<file path="src/design/fpm_params.svh">
/*
	depths and credit counts of the FPM exponent unit
	FPM_OUT_DEPTH must be at least 1 or decode never issues
*/
`ifndef FPM_PARAMS_SVH
`define FPM_PARAMS_SVH

// input queue entries, also the producer's initial credits
`define FPM_IN_DEPTH 4

// result queue entries, also decode's initial internal credits
`define FPM_OUT_DEPTH 4

// consumer buffer slots
`define FPM_OUT_CREDITS 2

// mantissa width in bits
`define FPM_ALIGN_LIMIT 40

// legal exponent range
`define FPM_EXP_MAX 127
`define FPM_EXP_MIN (-128)

`endif

</file>
<file path="src/design/fpm_op_pkg.sv">
/*
	operation codes of the FPM unit
	the decoded enum uses the same encoding as the raw code
*/
`default_nettype none

package fpm_op_pkg;

	// raw code as the producer sends it
	typedef logic [2:0] op_code_t;

	// decoded operation
	typedef enum logic [2:0] {
		// fixed point
		OP_AD = 3'd0,
		OP_SD = 3'd1,
		OP_MW = 3'd2,
		OP_DW = 3'd3,
		// floating point
		OP_AF = 3'd4,
		OP_SF = 3'd5,
		OP_MF = 3'd6,
		OP_DF = 3'd7
	} fpm_op_e;

endpackage

`default_nettype wire

</file>
<file path="src/design/fpm_exp_pkg.sv">
/*
	exponent types, all two's complement
	exp_wide_t has two guard bits for overflow detection
*/
`default_nettype none

package fpm_exp_pkg;

	// exponent as carried on ports
	typedef logic signed [7:0] exp_t;

	// adder width, holds any sum or difference of two exp_t
	typedef logic signed [9:0] exp_wide_t;

	// alignment shift, 0 to 40
	typedef logic [5:0] shift_t;

endpackage

`default_nettype wire

</file>
<file path="src/design/fpm_decode.sv">
/*
	input queue and decoder; op_valid is only legal while the producer holds a credit
	an empty queue is bypassed, so an op can issue in the cycle after op_valid
	issue waits for an internal credit, returned by deq from the result queue
*/
`timescale 1ns/1ps
`default_nettype none
`include "fpm_params.svh"

module fpm_decode
	import fpm_op_pkg::*, fpm_exp_pkg::*;
(
	input  logic     f2strob,
	input  logic     rst_n,
	input  logic     op_valid,
	input  op_code_t op_code,
	input  exp_t     exp_a,
	input  exp_t     exp_b,
	input  logic     deq,
	output logic     in_credit,
	output logic     dec_valid,
	output fpm_op_e  dec_op,
	output exp_t     dec_exp_a,
	output exp_t     dec_exp_b
);

	localparam int DEPTH = `FPM_IN_DEPTH;
	localparam int PTR_W = (DEPTH > 1) ? $clog2(DEPTH) : 1;
	localparam int CNT_W = $clog2(DEPTH + 1);
	localparam int CRD_W = $clog2(`FPM_OUT_DEPTH + 1);

	op_code_t q_code [DEPTH];
	exp_t q_exp_a [DEPTH];
	exp_t q_exp_b [DEPTH];

	logic [PTR_W-1:0] wr_ptr;
	logic [PTR_W-1:0] rd_ptr;
	logic [CNT_W-1:0] count;
	logic [CRD_W-1:0] credits;

	logic q_empty;
	logic avail;
	logic pop;
	logic pop_mem;
	logic push_mem;
	op_code_t head_code;
	exp_t head_exp_a;
	exp_t head_exp_b;

	function automatic fpm_op_e decode_op(op_code_t code);
		fpm_op_e op;
		case (code)
			3'd0: op = OP_AD;
			3'd1: op = OP_SD;
			3'd2: op = OP_MW;
			3'd3: op = OP_DW;
			3'd4: op = OP_AF;
			3'd5: op = OP_SF;
			3'd6: op = OP_MF;
			default: op = OP_DF;
		endcase
		return op;
	endfunction

	function automatic logic [PTR_W-1:0] ptr_inc(logic [PTR_W-1:0] ptr);
		return (ptr == PTR_W'(DEPTH - 1)) ? '0 : ptr + 1'b1;
	endfunction

	assign q_empty = (count == '0);
	assign avail = !q_empty || op_valid;
	assign pop = avail && (credits != '0);
	assign pop_mem = pop && !q_empty;
	// an op that issues on arrival never enters the memory
	assign push_mem = op_valid && !(pop && q_empty);

	assign head_code = q_empty ? op_code : q_code[rd_ptr];
	assign head_exp_a = q_empty ? exp_a : q_exp_a[rd_ptr];
	assign head_exp_b = q_empty ? exp_b : q_exp_b[rd_ptr];

	always_ff @(posedge f2strob) begin
		if (push_mem) begin
			q_code[wr_ptr] <= op_code;
			q_exp_a[wr_ptr] <= exp_a;
			q_exp_b[wr_ptr] <= exp_b;
		end
	end

	always_ff @(posedge f2strob) begin
		if (!rst_n) begin
			wr_ptr <= '0;
			rd_ptr <= '0;
			count <= '0;
			credits <= CRD_W'(`FPM_OUT_DEPTH);
			in_credit <= 1'b0;
			dec_valid <= 1'b0;
		end else begin
			if (push_mem)
				wr_ptr <= ptr_inc(wr_ptr);
			if (pop_mem)
				rd_ptr <= ptr_inc(rd_ptr);
			count <= count + CNT_W'(push_mem) - CNT_W'(pop_mem);
			// spend on issue, refill on deq
			credits <= credits + CRD_W'(deq) - CRD_W'(pop);
			in_credit <= pop;
			dec_valid <= pop;
		end
	end

	always_ff @(posedge f2strob) begin
		if (pop) begin
			dec_op <= decode_op(head_code);
			dec_exp_a <= head_exp_a;
			dec_exp_b <= head_exp_b;
		end
	end

endmodule

`default_nettype wire

</file>
<file path="src/design/fpm_execute.sv">
/*
	exponent adder, one register stage, never stalls
	the exponent is the low 8 bits for MF/DF even when fi1 or fi2 is set
*/
`timescale 1ns/1ps
`default_nettype none
`include "fpm_params.svh"

module fpm_execute
	import fpm_op_pkg::*, fpm_exp_pkg::*;
(
	input  logic    f2strob,
	input  logic    rst_n,
	input  logic    dec_valid,
	input  fpm_op_e dec_op,
	input  exp_t    dec_exp_a,
	input  exp_t    dec_exp_b,
	output logic    ex_valid,
	output logic    ex_fixed,
	output exp_t    ex_exp,
	output shift_t  ex_shift,
	output logic    ex_g,
	output logic    ex_wdt,
	output logic    ex_fi1,
	output logic    ex_fi2
);

	exp_wide_t a_w;
	exp_wide_t b_w;
	exp_wide_t sum_w;
	exp_wide_t diff_w;
	exp_wide_t mag_w;
	exp_wide_t rng_w;

	logic fixed_n;
	exp_t exp_n;
	shift_t shift_n;
	logic g_n;
	logic wdt_n;
	logic fi1_n;
	logic fi2_n;

	// sign extended operands
	assign a_w = exp_wide_t'(dec_exp_a);
	assign b_w = exp_wide_t'(dec_exp_b);
	assign sum_w = a_w + b_w;
	assign diff_w = a_w - b_w;

	// distance between exponents for alignment
	assign mag_w = diff_w[9] ? -diff_w : diff_w;

	// MF uses the sum, DF the difference
	assign rng_w = (dec_op == OP_MF) ? sum_w : diff_w;

	always_comb begin
		fixed_n = 1'b0;
		exp_n = '0;
		shift_n = '0;
		g_n = 1'b0;
		wdt_n = 1'b0;
		fi1_n = 1'b0;
		fi2_n = 1'b0;
		case (dec_op)
			OP_AF, OP_SF: begin
				// negative difference means operand a is shifted
				wdt_n = diff_w[9];
				g_n = (mag_w >= `FPM_ALIGN_LIMIT);
				shift_n = g_n ? shift_t'(`FPM_ALIGN_LIMIT) : shift_t'(mag_w);
				exp_n = diff_w[9] ? dec_exp_b : dec_exp_a;
			end
			OP_MF, OP_DF: begin
				exp_n = exp_t'(rng_w);
				fi1_n = (rng_w > `FPM_EXP_MAX);
				fi2_n = (rng_w < `FPM_EXP_MIN);
			end
			default: fixed_n = 1'b1;
		endcase
	end

	always_ff @(posedge f2strob) begin
		if (!rst_n)
			ex_valid <= 1'b0;
		else
			ex_valid <= dec_valid;
	end

	always_ff @(posedge f2strob) begin
		if (dec_valid) begin
			ex_fixed <= fixed_n;
			ex_exp <= exp_n;
			ex_shift <= shift_n;
			ex_g <= g_n;
			ex_wdt <= wdt_n;
			ex_fi1 <= fi1_n;
			ex_fi2 <= fi2_n;
		end
	end

endmodule

`default_nettype wire

</file>
<file path="src/design/fpm_result.sv">
/*
	result queue and output credits; ex_valid must never find the queue full,
	which holds while decode counts deq against FPM_OUT_DEPTH credits
	an empty queue is bypassed so res_valid can follow ex_valid by one cycle
*/
`timescale 1ns/1ps
`default_nettype none
`include "fpm_params.svh"

module fpm_result (
	input  logic       f2strob,
	input  logic       rst_n,
	input  logic       ex_valid,
	input  logic       ex_fixed,
	input  logic [7:0] ex_exp,
	input  logic [5:0] ex_shift,
	input  logic       ex_g,
	input  logic       ex_wdt,
	input  logic       ex_fi1,
	input  logic       ex_fi2,
	input  logic       res_credit,
	output logic       deq,
	output logic       res_valid,
	output logic       res_fixed,
	output logic [7:0] res_exp,
	output logic [5:0] res_shift,
	output logic       res_g,
	output logic       res_wdt,
	output logic       res_fi1,
	output logic       res_fi2
);

	localparam int DEPTH = `FPM_OUT_DEPTH;
	localparam int PTR_W = (DEPTH > 1) ? $clog2(DEPTH) : 1;
	localparam int CNT_W = $clog2(DEPTH + 1);
	localparam int CRD_W = $clog2(`FPM_OUT_CREDITS + 1);
	// fixed, exp, shift, g, wdt, fi1, fi2
	localparam int REC_W = 19;

	logic [REC_W-1:0] q_rec [DEPTH];
	logic [REC_W-1:0] rec_in;
	logic [REC_W-1:0] head_rec;
	logic [REC_W-1:0] res_rec;

	logic [PTR_W-1:0] wr_ptr;
	logic [PTR_W-1:0] rd_ptr;
	logic [CNT_W-1:0] count;
	logic [CRD_W-1:0] credits;

	logic q_empty;
	logic send;
	logic pop_mem;
	logic push_mem;

	function automatic logic [PTR_W-1:0] ptr_inc(logic [PTR_W-1:0] ptr);
		return (ptr == PTR_W'(DEPTH - 1)) ? '0 : ptr + 1'b1;
	endfunction

	assign rec_in = {ex_fixed, ex_exp, ex_shift, ex_g, ex_wdt, ex_fi1, ex_fi2};

	assign q_empty = (count == '0);
	assign send = (!q_empty || ex_valid) && (credits != '0);
	assign pop_mem = send && !q_empty;
	assign push_mem = ex_valid && !(send && q_empty);
	assign head_rec = q_empty ? rec_in : q_rec[rd_ptr];

	always_ff @(posedge f2strob) begin
		if (push_mem)
			q_rec[wr_ptr] <= rec_in;
	end

	always_ff @(posedge f2strob) begin
		if (!rst_n) begin
			wr_ptr <= '0;
			rd_ptr <= '0;
			count <= '0;
			credits <= CRD_W'(`FPM_OUT_CREDITS);
			res_valid <= 1'b0;
		end else begin
			if (push_mem)
				wr_ptr <= ptr_inc(wr_ptr);
			if (pop_mem)
				rd_ptr <= ptr_inc(rd_ptr);
			count <= count + CNT_W'(push_mem) - CNT_W'(pop_mem);
			// a returned slot and a send in one cycle cancel out
			credits <= credits + CRD_W'(res_credit) - CRD_W'(send);
			res_valid <= send;
		end
	end

	always_ff @(posedge f2strob) begin
		if (send)
			res_rec <= head_rec;
	end

	assign {res_fixed, res_exp, res_shift, res_g, res_wdt, res_fi1, res_fi2} = res_rec;

	// each record sent frees one slot for decode
	assign deq = res_valid;

endmodule

`default_nettype wire

</file>
<file path="src/design/fpm_unit.sv">
/*
	exponent and control part of the FPM unit, no mantissa path
	credit flow on both sides; producer starts with FPM_IN_DEPTH credits
*/
`timescale 1ns/1ps
`default_nettype none

module fpm_unit
	import fpm_op_pkg::*, fpm_exp_pkg::*;
(
	input  logic     f2strob,
	input  logic     rst_n,
	input  logic     op_valid,
	input  op_code_t op_code,
	input  exp_t     exp_a,
	input  exp_t     exp_b,
	output logic     in_credit,
	input  logic     res_credit,
	output logic     res_valid,
	output logic     res_fixed,
	output exp_t     res_exp,
	output shift_t   res_shift,
	output logic     res_g,
	output logic     res_wdt,
	output logic     res_fi1,
	output logic     res_fi2
);

	// decode to execute
	logic dec_valid;
	fpm_op_e dec_op;
	exp_t dec_exp_a;
	exp_t dec_exp_b;

	// execute to result
	logic ex_valid;
	logic ex_fixed;
	exp_t ex_exp;
	shift_t ex_shift;
	logic ex_g;
	logic ex_wdt;
	logic ex_fi1;
	logic ex_fi2;

	// internal credit return
	logic deq;

	fpm_decode decode_i (
		.f2strob   (f2strob),
		.rst_n     (rst_n),
		.op_valid  (op_valid),
		.op_code   (op_code),
		.exp_a     (exp_a),
		.exp_b     (exp_b),
		.deq       (deq),
		.in_credit (in_credit),
		.dec_valid (dec_valid),
		.dec_op    (dec_op),
		.dec_exp_a (dec_exp_a),
		.dec_exp_b (dec_exp_b)
	);

	fpm_execute execute_i (
		.f2strob   (f2strob),
		.rst_n     (rst_n),
		.dec_valid (dec_valid),
		.dec_op    (dec_op),
		.dec_exp_a (dec_exp_a),
		.dec_exp_b (dec_exp_b),
		.ex_valid  (ex_valid),
		.ex_fixed  (ex_fixed),
		.ex_exp    (ex_exp),
		.ex_shift  (ex_shift),
		.ex_g      (ex_g),
		.ex_wdt    (ex_wdt),
		.ex_fi1    (ex_fi1),
		.ex_fi2    (ex_fi2)
	);

	fpm_result result_i (
		.f2strob    (f2strob),
		.rst_n      (rst_n),
		.ex_valid   (ex_valid),
		.ex_fixed   (ex_fixed),
		.ex_exp     (ex_exp),
		.ex_shift   (ex_shift),
		.ex_g       (ex_g),
		.ex_wdt     (ex_wdt),
		.ex_fi1     (ex_fi1),
		.ex_fi2     (ex_fi2),
		.res_credit (res_credit),
		.deq        (deq),
		.res_valid  (res_valid),
		.res_fixed  (res_fixed),
		.res_exp    (res_exp),
		.res_shift  (res_shift),
		.res_g      (res_g),
		.res_wdt    (res_wdt),
		.res_fi1    (res_fi1),
		.res_fi2    (res_fi2)
	);

endmodule

`default_nettype wire

</file>
<file path="config.mk">
export PLATFORM = sky130hd
export DESIGN_NAME = fpm_unit
export DESIGN_NICKNAME = d
export VERILOG_FILES = /design/src/design/fpm_op_pkg.sv /design/src/design/fpm_exp_pkg.sv /design/src/design/fpm_decode.sv /design/src/design/fpm_execute.sv /design/src/design/fpm_result.sv /design/src/design/fpm_unit.sv
export VERILOG_INCLUDE_DIRS = /design/src /design/src/design
export SDC_FILE = /design/constraint.sdc
export NUM_CORES = 1
export LEC_CHECK = 0
export ABC_AREA = 0
export CAP_MARGIN = 20
export CORE_MARGIN = 1.5
export CORE_UTILIZATION = 30
export DETAILED_ROUTE_END_ITERATION = 16
export DONT_BUFFER_PORTS = 1
export GPL_ROUTABILITY_DRIVEN = 1
export PLACE_DENSITY_LB_ADDON = 0.05
export SLEW_MARGIN = 0
export SYNTH_ARGS = -nofsm -noshare
export SYNTH_HDL_FRONTEND = slang
export SYNTH_SLANG_ARGS = --single-unit
</file>
<file path="constraint.sdc">
create_clock -name f2strob -period 4.01 [get_ports f2strob]
set_input_delay 1.0025 -clock f2strob [delete_from_list [all_inputs] [get_ports f2strob]]
set_output_delay 1.0025 -clock f2strob [all_outputs]
set_load 0.05 [all_outputs]
</file>
==> impl_metrics.ini <==
[run_status]
status = finished, final reports clean

[clocking]
clk_transition_reported_paths_ns = 0.06
cts.sinks = 235
clk_latency_ns = 0.54
max-clock-path-buffers = 3
cts_resized = 0
post_cts_buffers = 0
cts_inserted_buffers = 28
cts_hold_buffers = 0
cts_tree = built
cts_root_buf = clkbuf_16
htreeDepth = 1

[critical_path]
critPathArrivalTime_ns = 3.51
end_kind = flip-flop
cp.required_ns = 4.35
start_kind = flip-flop
r2r_end = execute_i.ex_shift[0]$_SDFFCE_PP0P_
reg2reg_slack_ns = 0.84
worst_r2r_path_depth = 11
critPathMaxFanout = 7
r2r-start = decode_i.dec_exp_a[0]$_DFFE_PP_
path_class = reg2reg

[yosys]
synth-seq-cells = 235
synth.top_cells.by_count = edfxtp_1, nand2_1, mux4_2, ha_1, inv_1
ys_types = 56
yosys.area.top_type = edfxtp_1
synth.most_common_cell = edfxtp_1
synth_edf_count = 209
synth_flop_cell = edfxtp_1
synth_area_um2 = 10200
syn_area_per_cell_um2 = 15.2
synthCells = 673
synth.area.top_cells = edfxtp_1, mux4_2, dfxtp_1
yosysWarnings = 0
async_flop_share = 0
yosysSeqAreaShare = 0.663
synth_nets = 736
synth_top_area_share = 0.612

[sta]
timing.final.crit_period_ns = 3.17
finalHoldViolCount = 0
finalSetupViolCount = 0
fmax_mhz = 315
rsz0062_at_grt = false
period_share = 0.792
finalSetupTns_ns = 0
clock_skew_ns = 0.0100
tightest_slew_ns = 1.09
slew_viol_final = 0
slew_headroom = 0.272

[finish]
antenna_cells = 0
num-fill-cells = 3209
fin_nets = 756
drive_above_1_share = 0.182
syn2layout_area_growth_pct = 15.8

[global_routing]
grt_pass1_vias = 5784
antenna_found_initial = 0
grt.overflow.total = 0
grt.total_usage = 0.124
grt_pass1_wl_um = 33600
grt_max_degree = 24

[drt]
drtIter0Drc = 244
dr.pass1.iters = 4
num_vias = 5398
wl_per_cell_um = 18.6
drc = 0
drt-total-wl_um = 21600
via_per_inst = 4.65
postRouteAntennaNets = 0

[floorplan]
die_w_um = 188
die_y_um = 188
start_util = 0.305
rows = 67
die_area_um2 = 35300
core_area_um2 = 33600
ios = 44

[placed_design]
port_buffers = 0
hpwl_um = 14100
place_congestion = 0.771

[hold_path]
hold_class = reg2reg
hold_start = execute_i.ex_exp[2]$_DFFE_PP_
hold-path-endpoint = result_i.q_rec[0][12]$_DFFE_PP_
worstHoldPathCells = 0

[flow_run]
maxCapViolations = 0
-- per-layer routing --
metal	track usage	part of all wire	wire (µm)
met1	0.153	0.45	9650
met2	0.219	0.49	10700
met3	0.0266	0.037	791
met4	0.0338	0.024	527
met5	0	0	0
-- kinds of logic (layout without fill, tap and decap cells) --
kind of cell	after synthesis	in the layout	share of synthesized area
DFF	235	235	0.663
muxes	63	63	0.110
and+or+nand+nor	168	168	0.0748
xor gates and xnor gates	23	23	0.0197
adders and majority gates	40	40	0.0525
buffers and inverters	61	102	0.0232
AOI/OAI and AO/OA	83	83	0.0563
-- flip-flops by register name (all words and copies together) (netlist names), 2 cells and up, named ones only --
| register | cells |
|---|---|
| result_i.res_rec | 19 |
| result_i.rd_ptr | 2 |
| decode_i.q_exp_a | 32 |
| decode_i.dec_exp_a | 8 |
| result_i.count | 3 |
| result_i.q_rec | 76 |
| decode_i.credits | 3 |
| decode_i.wr_ptr | 2 |
| decode_i.rd_ptr | 2 |
| decode_i.q_code | 12 |
| decode_i.q_exp_b | 32 |
| execute_i.ex_shift | 6 |
| decode_i.dec_exp_b | 8 |
| decode_i.dec_op | 3 |
| execute_i.ex_exp | 8 |
| result_i.wr_ptr | 2 |
| decode_i.count | 3 |
| result_i.credits | 2 |
-- how the worst max path moves through the flow --
| stage | slack, ns | depth (start not counted) | end | start |
|---|---|---|---|---|
| global placement | 0.93 | 11 | execute_i.ex_shift[1]$_SDFFCE_PP0P_ | decode_i.dec_exp_a[0]$_DFFE_PP_ |
| floorplan | 0.49 | 10 | decode_i.credits[2]$_SDFF_PN1_ | op_valid |
| detailed placement | 0.83 | 11 | execute_i.ex_shift[0]$_SDFFCE_PP0P_ | decode_i.dec_exp_a[0]$_DFFE_PP_ |
| finish | 0.84 | 11 | execute_i.ex_shift[0]$_SDFFCE_PP0P_ | decode_i.dec_exp_a[0]$_DFFE_PP_ |
| global route | 0.60 | 11 | execute_i.ex_shift[1]$_SDFFCE_PP0P_ | decode_i.dec_exp_a[0]$_DFFE_PP_ |
| CTS | 0.82 | 11 | execute_i.ex_shift[0]$_SDFFCE_PP0P_ | decode_i.dec_exp_a[0]$_DFFE_PP_ |
-- stage by stage --
| step | instance area (µm²) | util | hold slack (ns) | worst slack (ns) | instances |
|---|---|---|---|---|---|
| 6_report | 11900 | 0.353 | 0.533 | 0.835 | 1162 |
| 3_5_place_dp | 10900 | 0.323 | 0.517 | 0.833 | 1111 |
| 5_1_grt | 11900 | 0.353 | 0.510 | 0.596 | 1162 |
| 2_1_floorplan | 10200 | - | 0.478 | 0.493 | 673 |
| 4_1_cts | 11900 | 0.353 | 0.502 | 0.817 | 1162 |
| 3_3_place_gp | 10800 | 0.322 | 0.493 | 0.928 | 1110 |
-- cells in the final DEF, fill, tap and decap left out, types with 6 or more instances in the layout --
| cell | synthesis | layout |
|---|---|---|
| edfxtp_1 | 209 | 209 |
| nand2_1 | 83 | 83 |
| mux4_2 | 38 | 38 |
| ha_1 | 35 | 35 |
| inv_1 | 34 | 34 |
| nor2_1 | 30 | 29 |
| clkbuf_16 | 0 | 29 |
| dfxtp_1 | 26 | 24 |
| a21oi_1 | 22 | 21 |
| mux2_2 | 19 | 19 |
| and2_1 | 19 | 19 |
| buf_4 | 0 | 16 |
| xnor2_1 | 15 | 15 |
| o21ai_0 | 14 | 14 |
| nor2b_1 | 11 | 11 |
| xor2_1 | 8 | 8 |
| bufinv_16 | 0 | 7 |
| mux2i_1 | 6 | 6 |
-- area by class of cell --
cell class / count / area (µm²) / area share
inverter: 34 / 128 / 0.0108
timing repair buffer: 17 / 148 / 0.0124
sequential: 235 / 6800 / 0.573
clock inverter: 19 / 269 / 0.0227
tap: 448 / 561 / 0.0472
clock buffer: 32 / 737 / 0.0621
multi-input combinational: 377 / 3220 / 0.272
-- worst max-delay path, cell delays in order, from the launching register on --
cell and delay, ns:
edfxtp_1 0.41, inv_1 0.08, ha_1 0.19, inv_1 0.07, fa_1 0.42, a21o_2 0.26
a21o_1 0.21, xor2_1 0.43, nor3_1 0.14, a211o_1 0.34, o211a_2 0.17, nor4_1 0.26
Power is left out: the tool's default activity adds up to more than one toggle a clock period on the data nets, which glitch-free logic cannot reach.
